**src/common/roulette_pkg.sv**
```systemverilog
package roulette_pkg;

	// controller states, exported on o_state
	typedef enum logic [3:0] {
		ST_IDLE      = 4'd0,
		ST_LOAD      = 4'd1,
		ST_WAIT_TURN = 4'd2,
		ST_SHOOT     = 4'd3,
		ST_RESOLVE   = 4'd4,
		ST_WAIT_LOAD = 4'd5,
		ST_WAIT_DONE = 4'd6,
		ST_DONE      = 4'd7
	} game_state_e;

	// shot target opcode
	typedef enum logic [1:0] {
		OP_NONE     = 2'd0,
		OP_SELF     = 2'd1,
		OP_OPPONENT = 2'd2
	} shot_op_e;

	// magazine geometry
	localparam int MAG_DEPTH = 8;
	localparam int IDX_W     = $clog2(MAG_DEPTH);
	localparam int HP_W      = 3;
	localparam int PTR_W     = 4;

	// round size cycling, entry 0 only used on the first load of a game
	localparam int RIDX_W    = 2;
	localparam int ROUND_CNT = 4;
	localparam logic [PTR_W-1:0] ROUND_SIZES [ROUND_CNT] = '{4'd2, 4'd4, 4'd6, 4'd8};

	// shell generator
	localparam int              LFSR_W    = 16;
	localparam logic [LFSR_W-1:0] LFSR_TAPS = 16'hB400;

	// winner codes
	localparam logic [1:0] WIN_NONE = 2'b00;
	localparam logic [1:0] WIN_P0   = 2'b01;
	localparam logic [1:0] WIN_P1   = 2'b10;

endpackage

```
**src/hdl/magazine_gen.sv**
```systemverilog
`timescale 1ns/1ps

module magazine_gen import roulette_pkg::*; #(
	parameter logic [LFSR_W-1:0] LFSR_SEED = 16'hACE1
) (
	input  logic                 i_clk,
	input  logic                 i_rst_n,
	input  logic                 i_new_game,
	input  logic                 i_load_stb,
	output logic [MAG_DEPTH-1:0] o_bitmap,
	output logic [PTR_W-1:0]     o_round_size
);

	logic [LFSR_W-1:0] lfsr_r;
	logic [RIDX_W-1:0] idx_r;
	logic [PTR_W-1:0]  size;

	// galois lfsr, free running
	always_ff @(posedge i_clk or negedge i_rst_n) begin
		if (!i_rst_n) begin
			lfsr_r <= LFSR_SEED;
		end else if (lfsr_r[0]) begin
			lfsr_r <= {1'b0, lfsr_r[LFSR_W-1:1]} ^ LFSR_TAPS;
		end else begin
			lfsr_r <= {1'b0, lfsr_r[LFSR_W-1:1]};
		end
	end

	// index of the size used by the next load
	// 0 on the first load, then 1, 2, 3, 1, ...
	always_ff @(posedge i_clk or negedge i_rst_n) begin
		if (!i_rst_n) begin
			idx_r <= '0;
		end else if (i_new_game) begin
			idx_r <= '0;
		end else if (i_load_stb) begin
			if (idx_r == RIDX_W'(ROUND_CNT - 1)) begin
				idx_r <= RIDX_W'(1);
			end else begin
				idx_r <= idx_r + 1'b1;
			end
		end
	end

	assign size         = ROUND_SIZES[idx_r];
	assign o_round_size = size;

	// keep only the slots that belong to this round
	always_comb begin
		for (int i = 0; i < MAG_DEPTH; i++) begin
			o_bitmap[i] = lfsr_r[i] && (PTR_W'(i) < size);
		end
	end

endmodule

```
**src/game_core/shot_decode.sv**
```systemverilog
`timescale 1ns/1ps

module shot_decode import roulette_pkg::*; (
	input  logic     i_clk,
	input  logic     i_rst_n,
	input  logic     i_await_shot,
	input  logic     i_shoot_trigger,
	input  logic     i_shoot_select,
	output shot_op_e o_shot_op,
	output logic     o_shot_valid
);

	logic accept;

	// one shot per turn, a second trigger right behind the first is dropped
	assign accept = i_await_shot && i_shoot_trigger && !o_shot_valid;

	always_ff @(posedge i_clk or negedge i_rst_n) begin
		if (!i_rst_n) begin
			o_shot_op    <= OP_NONE;
			o_shot_valid <= 1'b0;
		end else begin
			o_shot_valid <= accept;
			if (accept) begin
				// select 1 aims at the other player
				o_shot_op <= i_shoot_select ? OP_OPPONENT : OP_SELF;
			end
		end
	end

endmodule

```
**src/game_core/turn_controller.sv**
```systemverilog
`timescale 1ns/1ps

module turn_controller import roulette_pkg::*; (
	input  logic        i_clk,
	input  logic        i_rst_n,
	input  logic        i_start,
	input  logic        i_uart_done,
	input  logic        i_shot_valid,
	input  logic        i_keep_turn,
	input  logic        i_mag_empty,
	input  logic        i_game_over,
	output game_state_e o_state,
	output logic        o_player,
	output logic        o_new_game,
	output logic        o_load_stb,
	output logic        o_await_shot,
	output logic        o_resolve_stb
);

	game_state_e state_r;
	game_state_e state_nxt;
	logic        player_r;
	logic        player_nxt;
	logic        start_game;

	// start is honoured before the first game and after a finished one
	assign start_game = i_start && (state_r == ST_IDLE || state_r == ST_DONE);

	always_comb begin
		state_nxt  = state_r;
		player_nxt = player_r;
		case (state_r)
			ST_IDLE, ST_DONE: begin
				if (start_game) begin
					state_nxt  = ST_LOAD;
					player_nxt = 1'b0;
				end
			end
			ST_LOAD: begin
				state_nxt = ST_WAIT_TURN;
			end
			ST_WAIT_TURN: begin
				if (i_uart_done) begin
					state_nxt = ST_SHOOT;
				end
			end
			ST_SHOOT: begin
				if (i_shot_valid) begin
					state_nxt = ST_RESOLVE;
				end
			end
			ST_RESOLVE: begin
				// game over wins over an empty magazine
				if (i_game_over) begin
					state_nxt = ST_WAIT_DONE;
				end else if (i_mag_empty) begin
					state_nxt = ST_WAIT_LOAD;
				end else begin
					state_nxt = ST_WAIT_TURN;
				end
				if (!i_keep_turn) begin
					player_nxt = ~player_r;
				end
			end
			ST_WAIT_LOAD: begin
				if (i_uart_done) begin
					state_nxt = ST_LOAD;
				end
			end
			ST_WAIT_DONE: begin
				if (i_uart_done) begin
					state_nxt = ST_DONE;
				end
			end
			default: begin
				state_nxt = ST_IDLE;
			end
		endcase
	end

	always_ff @(posedge i_clk or negedge i_rst_n) begin
		if (!i_rst_n) begin
			state_r  <= ST_IDLE;
			player_r <= 1'b0;
		end else begin
			state_r  <= state_nxt;
			player_r <= player_nxt;
		end
	end

	assign o_state       = state_r;
	assign o_player      = player_r;
	assign o_new_game    = start_game;
	assign o_load_stb    = (state_r == ST_LOAD);
	assign o_await_shot  = (state_r == ST_SHOOT);
	assign o_resolve_stb = (state_r == ST_RESOLVE);

endmodule

```
**src/game_core/shot_execute.sv**
```systemverilog
`timescale 1ns/1ps

module shot_execute import roulette_pkg::*; #(
	parameter logic [HP_W-1:0] INIT_HP = 3'd4
) (
	input  logic                 i_clk,
	input  logic                 i_rst_n,
	input  logic                 i_new_game,
	input  logic                 i_load_stb,
	input  logic                 i_resolve_stb,
	input  logic                 i_player,
	input  shot_op_e             i_shot_op,
	input  logic [MAG_DEPTH-1:0] i_bitmap,
	input  logic [PTR_W-1:0]     i_round_size,
	output logic [MAG_DEPTH-1:0] o_bitmap,
	output logic [PTR_W-1:0]     o_ptr,
	output logic [PTR_W-1:0]     o_round_size,
	output logic [HP_W-1:0]      o_hp_p0,
	output logic [HP_W-1:0]      o_hp_p1,
	output logic                 o_shock,
	output logic                 o_keep_turn,
	output logic                 o_mag_empty,
	output logic                 o_game_over
);

	logic [MAG_DEPTH-1:0] bitmap_r;
	logic [PTR_W-1:0]     ptr_r;
	logic [PTR_W-1:0]     size_r;
	logic [HP_W-1:0]      hp_p0_r;
	logic [HP_W-1:0]      hp_p1_r;
	logic                 shock_r;
	logic                 keep_r;
	logic                 live;
	logic                 target;
	logic                 keep_now;
	logic [PTR_W-1:0]     ptr_nxt;
	logic [HP_W-1:0]      hp_p0_nxt;
	logic [HP_W-1:0]      hp_p1_nxt;

	// shell under the pointer, and who it is aimed at
	assign live   = bitmap_r[ptr_r[IDX_W-1:0]];
	assign target = (i_shot_op == OP_OPPONENT) ? ~i_player : i_player;

	// outcome of the shot being resolved, clamped at zero
	always_comb begin
		hp_p0_nxt = hp_p0_r;
		hp_p1_nxt = hp_p1_r;
		if (i_resolve_stb && live) begin
			if (!target && hp_p0_r != '0) begin
				hp_p0_nxt = hp_p0_r - 1'b1;
			end
			if (target && hp_p1_r != '0) begin
				hp_p1_nxt = hp_p1_r - 1'b1;
			end
		end
	end

	assign ptr_nxt  = i_resolve_stb ? ptr_r + 1'b1 : ptr_r;
	assign keep_now = (i_shot_op == OP_SELF) && !live;

	// flags already show the result while resolve_stb is high, and hold after
	assign o_keep_turn = i_resolve_stb ? keep_now : keep_r;
	assign o_mag_empty = (ptr_nxt == size_r);
	assign o_game_over = (hp_p0_nxt == '0) || (hp_p1_nxt == '0);

	always_ff @(posedge i_clk or negedge i_rst_n) begin
		if (!i_rst_n) begin
			bitmap_r <= '0;
			ptr_r    <= '0;
			size_r   <= '0;
			hp_p0_r  <= INIT_HP;
			hp_p1_r  <= INIT_HP;
			shock_r  <= 1'b0;
			keep_r   <= 1'b0;
		end else begin
			shock_r <= i_resolve_stb && live;
			if (i_new_game) begin
				hp_p0_r <= INIT_HP;
				hp_p1_r <= INIT_HP;
			end else begin
				hp_p0_r <= hp_p0_nxt;
				hp_p1_r <= hp_p1_nxt;
			end
			if (i_load_stb) begin
				bitmap_r <= i_bitmap;
				size_r   <= i_round_size;
				ptr_r    <= '0;
				keep_r   <= 1'b0;
			end else begin
				ptr_r <= ptr_nxt;
				if (i_resolve_stb) begin
					keep_r <= keep_now;
				end
			end
		end
	end

	assign o_bitmap     = bitmap_r;
	assign o_ptr        = ptr_r;
	assign o_round_size = size_r;
	assign o_hp_p0      = hp_p0_r;
	assign o_hp_p1      = hp_p1_r;
	assign o_shock      = shock_r;

endmodule

```
**src/hdl/shell_status.sv**
```systemverilog
`timescale 1ns/1ps

module shell_status import roulette_pkg::*; (
	input  logic [MAG_DEPTH-1:0] i_bitmap,
	input  logic [PTR_W-1:0]     i_ptr,
	input  logic [PTR_W-1:0]     i_round_size,
	input  logic [HP_W-1:0]      i_hp_p0,
	input  logic [HP_W-1:0]      i_hp_p1,
	output logic [PTR_W-1:0]     o_remaining,
	output logic [PTR_W-1:0]     o_filled,
	output logic [PTR_W-1:0]     o_empty,
	output logic [1:0]           o_winner
);

	logic [PTR_W-1:0] filled;

	// live shells still ahead of the pointer
	always_comb begin
		filled = '0;
		for (int i = 0; i < MAG_DEPTH; i++) begin
			if (i_bitmap[i] && PTR_W'(i) >= i_ptr && PTR_W'(i) < i_round_size) begin
				filled = filled + 1'b1;
			end
		end
	end

	assign o_filled    = filled;
	assign o_remaining = i_round_size - i_ptr;
	assign o_empty     = o_remaining - filled;

	always_comb begin
		if (i_hp_p1 == '0) begin
			o_winner = WIN_P0;
		end else if (i_hp_p0 == '0) begin
			o_winner = WIN_P1;
		end else begin
			o_winner = WIN_NONE;
		end
	end

endmodule

```
**src/hdl/roulette_top.sv**
```systemverilog
`timescale 1ns/1ps

module roulette_top import roulette_pkg::*; #(
	parameter logic [HP_W-1:0]   INIT_HP   = 3'd4,
	parameter logic [LFSR_W-1:0] LFSR_SEED = 16'hACE1
) (
	input  logic                 i_clk,
	input  logic                 i_rst_n,
	input  logic                 i_start,
	input  logic                 i_uart_done,
	input  logic                 i_shoot_trigger,
	input  logic                 i_shoot_select,
	output game_state_e          o_state,
	output logic                 o_player,
	output logic [HP_W-1:0]      o_hp_p0,
	output logic [HP_W-1:0]      o_hp_p1,
	output logic [MAG_DEPTH-1:0] o_bullet_bitmap,
	output logic [PTR_W-1:0]     o_bullet_ptr,
	output logic [PTR_W-1:0]     o_total_bullet,
	output logic [PTR_W-1:0]     o_remaining,
	output logic [PTR_W-1:0]     o_filled,
	output logic [PTR_W-1:0]     o_empty,
	output logic [1:0]           o_winner,
	output logic                 o_shock
);

	logic                 new_game;
	logic                 load_stb;
	logic                 await_shot;
	logic                 resolve_stb;
	shot_op_e             shot_op;
	logic                 shot_valid;
	logic                 keep_turn;
	logic                 mag_empty;
	logic                 game_over;
	logic [MAG_DEPTH-1:0] gen_bitmap;
	logic [PTR_W-1:0]     gen_round_size;

	magazine_gen #(
		.LFSR_SEED(LFSR_SEED)
	) u_magazine_gen (
		.i_clk        (i_clk),
		.i_rst_n      (i_rst_n),
		.i_new_game   (new_game),
		.i_load_stb   (load_stb),
		.o_bitmap     (gen_bitmap),
		.o_round_size (gen_round_size)
	);

	shot_decode u_shot_decode (
		.i_clk           (i_clk),
		.i_rst_n         (i_rst_n),
		.i_await_shot    (await_shot),
		.i_shoot_trigger (i_shoot_trigger),
		.i_shoot_select  (i_shoot_select),
		.o_shot_op       (shot_op),
		.o_shot_valid    (shot_valid)
	);

	turn_controller u_turn_controller (
		.i_clk         (i_clk),
		.i_rst_n       (i_rst_n),
		.i_start       (i_start),
		.i_uart_done   (i_uart_done),
		.i_shot_valid  (shot_valid),
		.i_keep_turn   (keep_turn),
		.i_mag_empty   (mag_empty),
		.i_game_over   (game_over),
		.o_state       (o_state),
		.o_player      (o_player),
		.o_new_game    (new_game),
		.o_load_stb    (load_stb),
		.o_await_shot  (await_shot),
		.o_resolve_stb (resolve_stb)
	);

	shot_execute #(
		.INIT_HP(INIT_HP)
	) u_shot_execute (
		.i_clk         (i_clk),
		.i_rst_n       (i_rst_n),
		.i_new_game    (new_game),
		.i_load_stb    (load_stb),
		.i_resolve_stb (resolve_stb),
		.i_player      (o_player),
		.i_shot_op     (shot_op),
		.i_bitmap      (gen_bitmap),
		.i_round_size  (gen_round_size),
		.o_bitmap      (o_bullet_bitmap),
		.o_ptr         (o_bullet_ptr),
		.o_round_size  (o_total_bullet),
		.o_hp_p0       (o_hp_p0),
		.o_hp_p1       (o_hp_p1),
		.o_shock       (o_shock),
		.o_keep_turn   (keep_turn),
		.o_mag_empty   (mag_empty),
		.o_game_over   (game_over)
	);

	shell_status u_shell_status (
		.i_bitmap     (o_bullet_bitmap),
		.i_ptr        (o_bullet_ptr),
		.i_round_size (o_total_bullet),
		.i_hp_p0      (o_hp_p0),
		.i_hp_p1      (o_hp_p1),
		.o_remaining  (o_remaining),
		.o_filled     (o_filled),
		.o_empty      (o_empty),
		.o_winner     (o_winner)
	);

endmodule

```
**config.mk**
```make
export PLATFORM = sky130hd
export DESIGN_NAME = roulette_top
export DESIGN_NICKNAME = d
export VERILOG_FILES = /design/src/common/roulette_pkg.sv /design/src/hdl/magazine_gen.sv /design/src/game_core/shot_decode.sv /design/src/game_core/turn_controller.sv /design/src/game_core/shot_execute.sv /design/src/hdl/shell_status.sv /design/src/hdl/roulette_top.sv
export SDC_FILE = /design/constraint.sdc
export NUM_CORES = 1
export LEC_CHECK = 0
export BUFFER_PORTS_ARGS = -buffer_cell sky130_fd_sc_hd__buf_2
export CAP_MARGIN = 30
export CELL_PAD_IN_SITES_DETAIL_PLACEMENT = 1
export CELL_PAD_IN_SITES_GLOBAL_PLACEMENT = 2
export CORE_UTILIZATION = 32
export DETAILED_ROUTE_END_ITERATION = 7
export GPL_TIMING_DRIVEN = 0
export HOLD_SLACK_MARGIN = 0.1
export PLACE_DENSITY = 0.73
export SETUP_SLACK_MARGIN = 0.1
export SLEW_MARGIN = 15
export SYNTH_ARGS = -nofsm -noshare
export SYNTH_HDL_FRONTEND = slang
export SYNTH_SLANG_ARGS = --single-unit
```
**constraint.sdc**
```tcl
create_clock -name i_clk -period 6.9 [get_ports i_clk]
set_clock_uncertainty 0.1 [all_clocks]
set_input_delay 1.38 -clock i_clk [delete_from_list [all_inputs] [get_ports i_clk]]
set_output_delay 1.38 -clock i_clk [all_outputs]
set_load 0.02 [all_outputs]
```
==> flow_metrics.env, run 1 <==
export IMPL_status="finished with violations"
export IMPL_violations="negative setup slack"
export IMPL_worst_ep_required_time_ps=5420
export IMPL_ys_ff_latch=47
export IMPL_grt_overflow_total=0
export IMPL_synth_edff_count=0
export IMPL_peakVddDrop_v=0.000308
export IMPL_cpPeakStageDelay_ps=440
export IMPL_port_buffers=45
export IMPL_vias_per_cell=4.98
export IMPL_power_leakage_nw=2.11
export IMPL_startpoint_type="flip-flop"
export IMPL_synth_most_common_cell="nand2_1"
export IMPL_worst_slew_pin_slew_ps=783
export IMPL_clock_latency_ps=310
export IMPL_syn_inst=367
export IMPL_period_minus_slack_ps=6960
export IMPL_grt_use_total_pct=17.8
export IMPL_io_pins=48
export IMPL_maxSlewViolCount=0
export IMPL_rr_worst_depth=11
export IMPL_rsz0062_at_grt="yes"
export IMPL_synth_warnings=0
export IMPL_grt_max_degree=35
export IMPL_critPathKind="reg -> out"
export IMPL_powerDensity_nw_per_um2=386
export IMPL_dieWidth_microns=106
export IMPL_yosys_area_top_type_share_pct=27.0
export IMPL_synthDistinctLibCells=68
export IMPL_syn_avg_cell_area_sq_um=9.34
export IMPL_cts_tree="done"
export IMPL_root_buffer="clkbuf_8"
export IMPL_numCtsBuffers=5
export IMPL_ys_seq_area_share_pct=34.7
export IMPL_crit_fanout=5
export IMPL_maxCapViolations=0
export IMPL_crit_top_cell="ha_4"
export IMPL_fin_cells=589
export IMPL_antennaDiodeCount=0
export IMPL_drtIter0Drc=64
export IMPL_core_area_sq_um=10400
export IMPL_cts_num_sinks=47
export IMPL_start_util_pct=33.1
export IMPL_fp_row_count=37
export IMPL_finalNetCount=485
export IMPL_dpl_cell_count=550
export IMPL_worstHoldPathCells=0
export IMPL_ys_flop_type="dfrtp_1"
export IMPL_areaGrowthSynthToFinish_pct=30.8
export IMPL_layout_setup_ws_ps=-55.1
export IMPL_max_freq_ghz=0.144
export IMPL_netlist_area_sq_um=3430
export IMPL_synthTopCellsByArea="dfrtp_1 (27%), ha_1 (9.1%), dfstp_2 (7.7%)"
export IMPL_critical_path_arrival_ps=5480
export IMPL_layout_drive_gt1_share_pct=36.6
export IMPL_cts_htree_levels=2
export IMPL_synth_largest_area_cell="dfrtp_1"
export IMPL_worstHoldPathType="reg -> reg"
export IMPL_drc=0
export IMPL_drt_wl_total_mm=9.47
export IMPL_ant_nets=0
export IMPL_yosys_top_cells_count="nand2_1 (46), dfrtp_1 (37), inv_1 (26)"
export IMPL_post_drt_wl_per_cell_microns=16.1
export IMPL_p_total_mw=1.73
export IMPL_place_hpwl_mm=6.93
export IMPL_fp_dieH_microns=106
export IMPL_async_reset_ff_share_pct=100
export IMPL_finalSetupViolCount=1
export IMPL_grt_pass1_wl_mm=15.6
export IMPL_period_share_pct=101
export IMPL_clk_pin_slew_ps=100
export IMPL_dieArea_sq_um=11100
export IMPL_clockBufferDepth=2
export IMPL_crit_slowest_cell="dfrtp_2"
export IMPL_place_congestion=0.771
export IMPL_via_count=2932
export IMPL_grt_pass1_vias=3027
export IMPL_drt_first_pass_iters=4
export IMPL_slew_limit_headroom_pct=47.7
export IMPL_hold_viol_final=0
export IMPL_cp_end_kind="output port"
export IMPL_antenna_found_initial=0
export IMPL_cts_hold_buf=0
[per-layer routing]
layer	vias up	share of wire [%]	GRT usage, %
li1	1441	-	-
met1	1439	47	23.7
met2	38	49	30.5
met3	14	2.2	1.92
met4	0	1.7	4.86
met5	-	0	0
[per-stage QoR]
stage               util, %  setup slack, ps  cell area (sq um)  hold slack, ps  TNS (ps)
detailed placement     37.4             -591               3880             237      -955
global placement       37.2             -488               3860             240      -651
global route           43.2             -309               4480             276      -309
finish                 43.2            -55.1               4480             260     -55.1
CTS                    41.7             -207               4320             262      -207
floorplan                 -              110               3460             231         0
[worst paths after layout]
path                                                      from                      endpoint  slack, ps
max in group asynchronous                              i_rst_n     u_magazine_gen.lfsr_r[10]       5270
worst max register to register         u_shot_execute.o_ptr[2]  u_turn_controller.o_state[2]       4090
worst max-delay path            u_shot_execute.o_round_size[3]                    o_empty[3]        -60
worst min register to register        u_magazine_gen.lfsr_r[9]      u_magazine_gen.lfsr_r[8]        260
min in group asynchronous                              i_rst_n     u_shot_execute.o_hp_p0[0]        880
worst min-delay path                  u_magazine_gen.lfsr_r[9]      u_magazine_gen.lfsr_r[8]        260
[cell type report]
class / count / area, sq um
Buffer: 17 / 108
Clock buffer: 5 / 68.8
Clock inverter: 3 / 26.3
Fill cell: 1230 / 5890
Inverter: 29 / 114
Multi-Input combinational cell: 274 / 2300
Sequential cell: 47 / 1190
Tap cell: 136 / 170
Timing Repair Buffer: 78 / 507
[critical path: cells and delay by family (launching register included)]
kind / cells / cell delay, ps
AOI/OAI and AO/OA: 6 / 1150
xor gates and xnor gates: 5 / 1220
adders and majority gates: 5 / 1200
buffers and inverters: 3 / 260
DFF: 1 / 440
and+or+nand+nor: 6 / 900
[cells by family (layout without fill, tap and decap cells)]
| family | after synthesis | after routing | synth area share, % |
|---|---|---|---|
| AOI/OAI and AO/OA | 75 | 75 | 16.5 |
| DFF | 47 | 47 | 34.7 |
| xor gates and xnor gates | 30 | 30 | 9.60 |
| muxes | 8 | 8 | 3.10 |
| other | 1 | 2 | 0.109 |
| adders and majority gates | 27 | 27 | 10.3 |
| and+or+nand+nor | 132 | 132 | 19.5 |
| buffers and inverters | 47 | 132 | 6.17 |
[sequential cells by signal, indices dropped and copies added (netlist names)]
signal / count
u_shot_execute.o_bitmap: 8
u_shot_execute.o_ptr: 4
u_magazine_gen.lfsr_r: 16
u_shot_decode.o_shot_op: 2
u_shot_decode.o_shot_valid: 1
u_shot_execute.o_hp_p0: 3
u_magazine_gen.idx_r: 2
u_shot_execute.o_hp_p1: 3
u_shot_execute.o_shock: 1
u_turn_controller.o_player: 1
u_shot_execute.o_round_size: 3
u_turn_controller.o_state: 3
[placed cells by master, fill, tap and decap left out, types with 5 or more instances in the layout]
cell | synthesis | routed
nand3_1 | 15 | 15
a21oi_1 | 13 | 11
o211ai_1 | 7 | 7
nor2b_1 | 9 | 8
inv_1 | 26 | 21
a211o_1 | 7 | 7
buf_4 | 5 | 35
mux2i_1 | 5 | 5
ha_4 | 0 | 6
dfrtp_2 | 0 | 5
ha_1 | 25 | 19
o21ai_0 | 14 | 12
dfstp_2 | 10 | 10
dfrtp_1 | 37 | 32
buf_2 | 5 | 48
nand2_1 | 46 | 44
xnor2_1 | 16 | 13
nor2_1 | 17 | 15
nand2b_1 | 7 | 5
clkbuf_1 | 7 | 6
xor2_1 | 9 | 9
clkbuf_8 | 0 | 5
[where the power goes]
group	leakage, nW	switching, mW	internal, mW	total (mW)
clock	0.0495	0.106	0.0755	0.181
sequential	0.592	0.0539	0.333	0.387
combinational	1.47	0.660	0.504	1.16
total	2.11	0.820	0.912	1.73
[timing repair]
action | CTS | global route
resized for setup | 35 | 19
setup endpoints to repair | 6 | 3
setup buffers | 24 | 8
pin swaps | 18 | 21
Power figures use the tool's default switching activity.
==> run 2, diff against run 1 <==
--- a/config.mk
+++ b/config.mk
@@ -5,7 +5,7 @@
 export SDC_FILE = /design/constraint.sdc
 export NUM_CORES = 1
 export LEC_CHECK = 0
-export BUFFER_PORTS_ARGS = -buffer_cell sky130_fd_sc_hd__buf_2
+export BUFFER_PORTS_ARGS = -buffer_cell sky130_fd_sc_hd__buf_4
 export CAP_MARGIN = 30
 export CELL_PAD_IN_SITES_DETAIL_PLACEMENT = 1
 export CELL_PAD_IN_SITES_GLOBAL_PLACEMENT = 2
==> constraint.sdc (replaced) <==
create_clock -name i_clk -period 5.8 [get_ports i_clk]
set_clock_uncertainty 0.1 [all_clocks]
set_input_delay 1.16 -clock i_clk [delete_from_list [all_inputs] [get_ports i_clk]]
set_output_delay 1.16 -clock i_clk [all_outputs]
set_load 0.02 [all_outputs]
==> run 2 against run 1 <==
The run still ends with negative setup slack left. Clock power rose by 38%. Sequential share of layout area decreased by 0.16 points. Register-to-register slack got worse by 970 ps. Non-clock buffer count shrank 7. Clock-buffer cell count stayed put. Routed wire length increased by 0.24%. Worst hold slack improved by 1.0 ps. Flip-flop and latch count unchanged. Critical endpoint unchanged.
==> flow_metrics.env, run 2 (synthesis results as in run 1) <==
export IMPL_critPathBufInv=4
export IMPL_r2r_start="u_shot_execute.o_ptr[0]"
export IMPL_p_sw_share_pct=45.7
export IMPL_root_buffer="clkbuf_8"
export IMPL_drc=0
export IMPL_power_leakage_nw=2.08
export IMPL_antenna_found_initial=0
export IMPL_core_area_sq_um=10400
export IMPL_via_count=2942
export IMPL_min_delay_start="u_magazine_gen.lfsr_r[8]"
export IMPL_grt_pass1_wl_mm=15.9
export IMPL_crit_top_cell="ha_4"
export IMPL_largest_register="u_magazine_gen.lfsr_r"
export IMPL_hold_viol_final=0
export IMPL_dieArea_sq_um=11100
export IMPL_cts_tree="done"
export IMPL_place_congestion=0.817
export IMPL_critical_path_arrival_ps=5430
export IMPL_worstHoldPathType="reg -> reg"
export IMPL_cp_end_kind="output port"
export IMPL_vias_per_cell=5.05
export IMPL_violations="negative setup slack"
export IMPL_clkPwrFrac_pct=11.6
export IMPL_clk_pin_slew_ps=90
export IMPL_clockBufferDepth=2
export IMPL_rr_worst_depth=10
export IMPL_period_share_pct=115
export IMPL_fp_row_count=37
export IMPL_drtIter0Drc=70
export IMPL_pwr_share_comb_pct=67.1
export IMPL_powerDensity_nw_per_um2=478
export IMPL_dieWidth_microns=106
export IMPL_peakVddDrop_v=0.000507
export IMPL_crit_fanout=5
export IMPL_start_util_pct=33.1
export IMPL_grt_use_total_pct=18.2
export IMPL_intPower_mw=1.17
export IMPL_ant_nets=0
export IMPL_grt_max_degree=48
export IMPL_drt_first_pass_iters=4
export IMPL_seq_power_share_pct=21.3
export IMPL_stdcell_area_sq_um=4520
export IMPL_clock_latency_ps=300
export IMPL_worst_slew_pin_slew_ps=813
export IMPL_io_pins=48
export IMPL_hold_path_end="u_magazine_gen.lfsr_r[7]"
export IMPL_place_hpwl_mm=6.98
export IMPL_cts_htree_levels=2
export IMPL_finalSetupViolCount=5
export IMPL_critPathKind="reg -> out"
export IMPL_largest_reg_flops=16
export IMPL_worst_ep_required_time_ps=4540
export IMPL_cts_hold_buf=0
export IMPL_finalNetCount=478
export IMPL_critPathTopFamily="XOR/XNOR gates"
export IMPL_whs_ps=261
export IMPL_layout_commonest_cell="buf_4"
export IMPL_startpoint_type="flip-flop"
export IMPL_worstHoldPathCells=0
export IMPL_crit_slowest_cell="dfrtp_2"
export IMPL_p_switching_mw=0.986
export IMPL_worstReg2RegEnd="u_turn_controller.o_state[0]"
export IMPL_layout_drive_gt1_share_pct=35.9
export IMPL_post_drt_wl_per_cell_microns=16.3
export IMPL_grt_pass1_vias=3019
export IMPL_grt_overflow_total=0
export IMPL_numCtsBuffers=5
export IMPL_cpPeakStageDelay_ps=420
export IMPL_max_freq_ghz=0.149
export IMPL_antennaDiodeCount=0
export IMPL_maxCapViolations=0
export IMPL_status="finished with violations"
export IMPL_period_minus_slack_ps=6690
export IMPL_rsz0062_at_grt="yes"
export IMPL_maxSlewViolCount=0
export IMPL_port_buffers=45
export IMPL_fp_dieH_microns=106
export IMPL_areaGrowthSynthToFinish_pct=31.7
export IMPL_layout_setup_ws_ps=-890
export IMPL_mostFrequentLayoutCells="buf_4 (72), nand2_1 (43), dfrtp_1 (31)"
export IMPL_fillCellCount=1210
export IMPL_slew_limit_headroom_pct=45.7
export IMPL_cts_num_sinks=47
export IMPL_drt_wl_total_mm=9.50
export IMPL_dpl_instance_area_sq_um=4080
export IMPL_ff2ff_setup_slack_ps=3120
## run 2: per-layer routing
metal | global-route usage (%) | vias to the layer above | wire length, microns
met5 | 0 | - | 0
met4 | 4.07 | 0 | 67
met3 | 1.92 | 5 | 175
met2 | 31.2 | 28 | 4680
met1 | 24.6 | 1481 | 4570
li1 | - | 1428 | -
## run 2: worst max path at each step
stage               cells past startpoint  slack, ps    endpoint                            from
floorplan                              25       -530  o_empty[3]  u_shot_execute.o_round_size[2]
global placement                       27      -1010  o_empty[3]         u_shot_execute.o_ptr[0]
detailed placement                     27      -1070  o_empty[3]  u_shot_execute.o_round_size[2]
CTS                                    25       -840  o_empty[3]  u_shot_execute.o_round_size[3]
global route                           26      -1120  o_empty[3]         u_shot_execute.o_ptr[3]
finish                                 26       -890  o_empty[3]         u_shot_execute.o_ptr[3]
## run 2: stage by stage
stage / setup WS (ps) / power (mW) / util, % / instances / setup TNS, ps
floorplan: -529 / 1.33 / - / 368 / -1160
global placement: -1010 / 1.74 / 39.3 / 549 / -2480
detailed placement: -1070 / 1.76 / 39.3 / 549 / -2890
CTS: -836 / 2.15 / 43.3 / 582 / -2010
global route: -1120 / 2.33 / 43.5 / 582 / -3340
finish: -890 / 2.16 / 43.5 / 582 / -2170
## run 2: power groups by stage
stage	Sequential [mW]	Combinational [mW]	Clock, mW
floorplan	0.525	0.806	0
global placement	0.498	1.24	0
detailed placement	0.499	1.26	0
CTS	0.461	1.43	0.258
global route	0.471	1.59	0.269
finish	0.459	1.45	0.250
## run 2: cell type report
class | count | area (sq um) | area share (%)
plain buffers | 17 | 104 | 2.30
repair buffers | 71 | 541 | 12.0
clock inverters | 3 | 47.5 | 1.05
inverters | 29 | 114 | 2.52
flip-flops and latches | 47 | 1200 | 26.5
well taps | 136 | 170 | 3.77
multi-input cells | 274 | 2270 | 50.4
clock buffers | 5 | 68.8 | 1.52
## run 2: repair_timing
action / in CTS / in global routing
hold endpoints to repair: 0 / 0
resized for setup: 24 / 4
pin swaps: 18 / 5
setup buffers: 26 / 0
setup endpoints to repair: 6 / 6
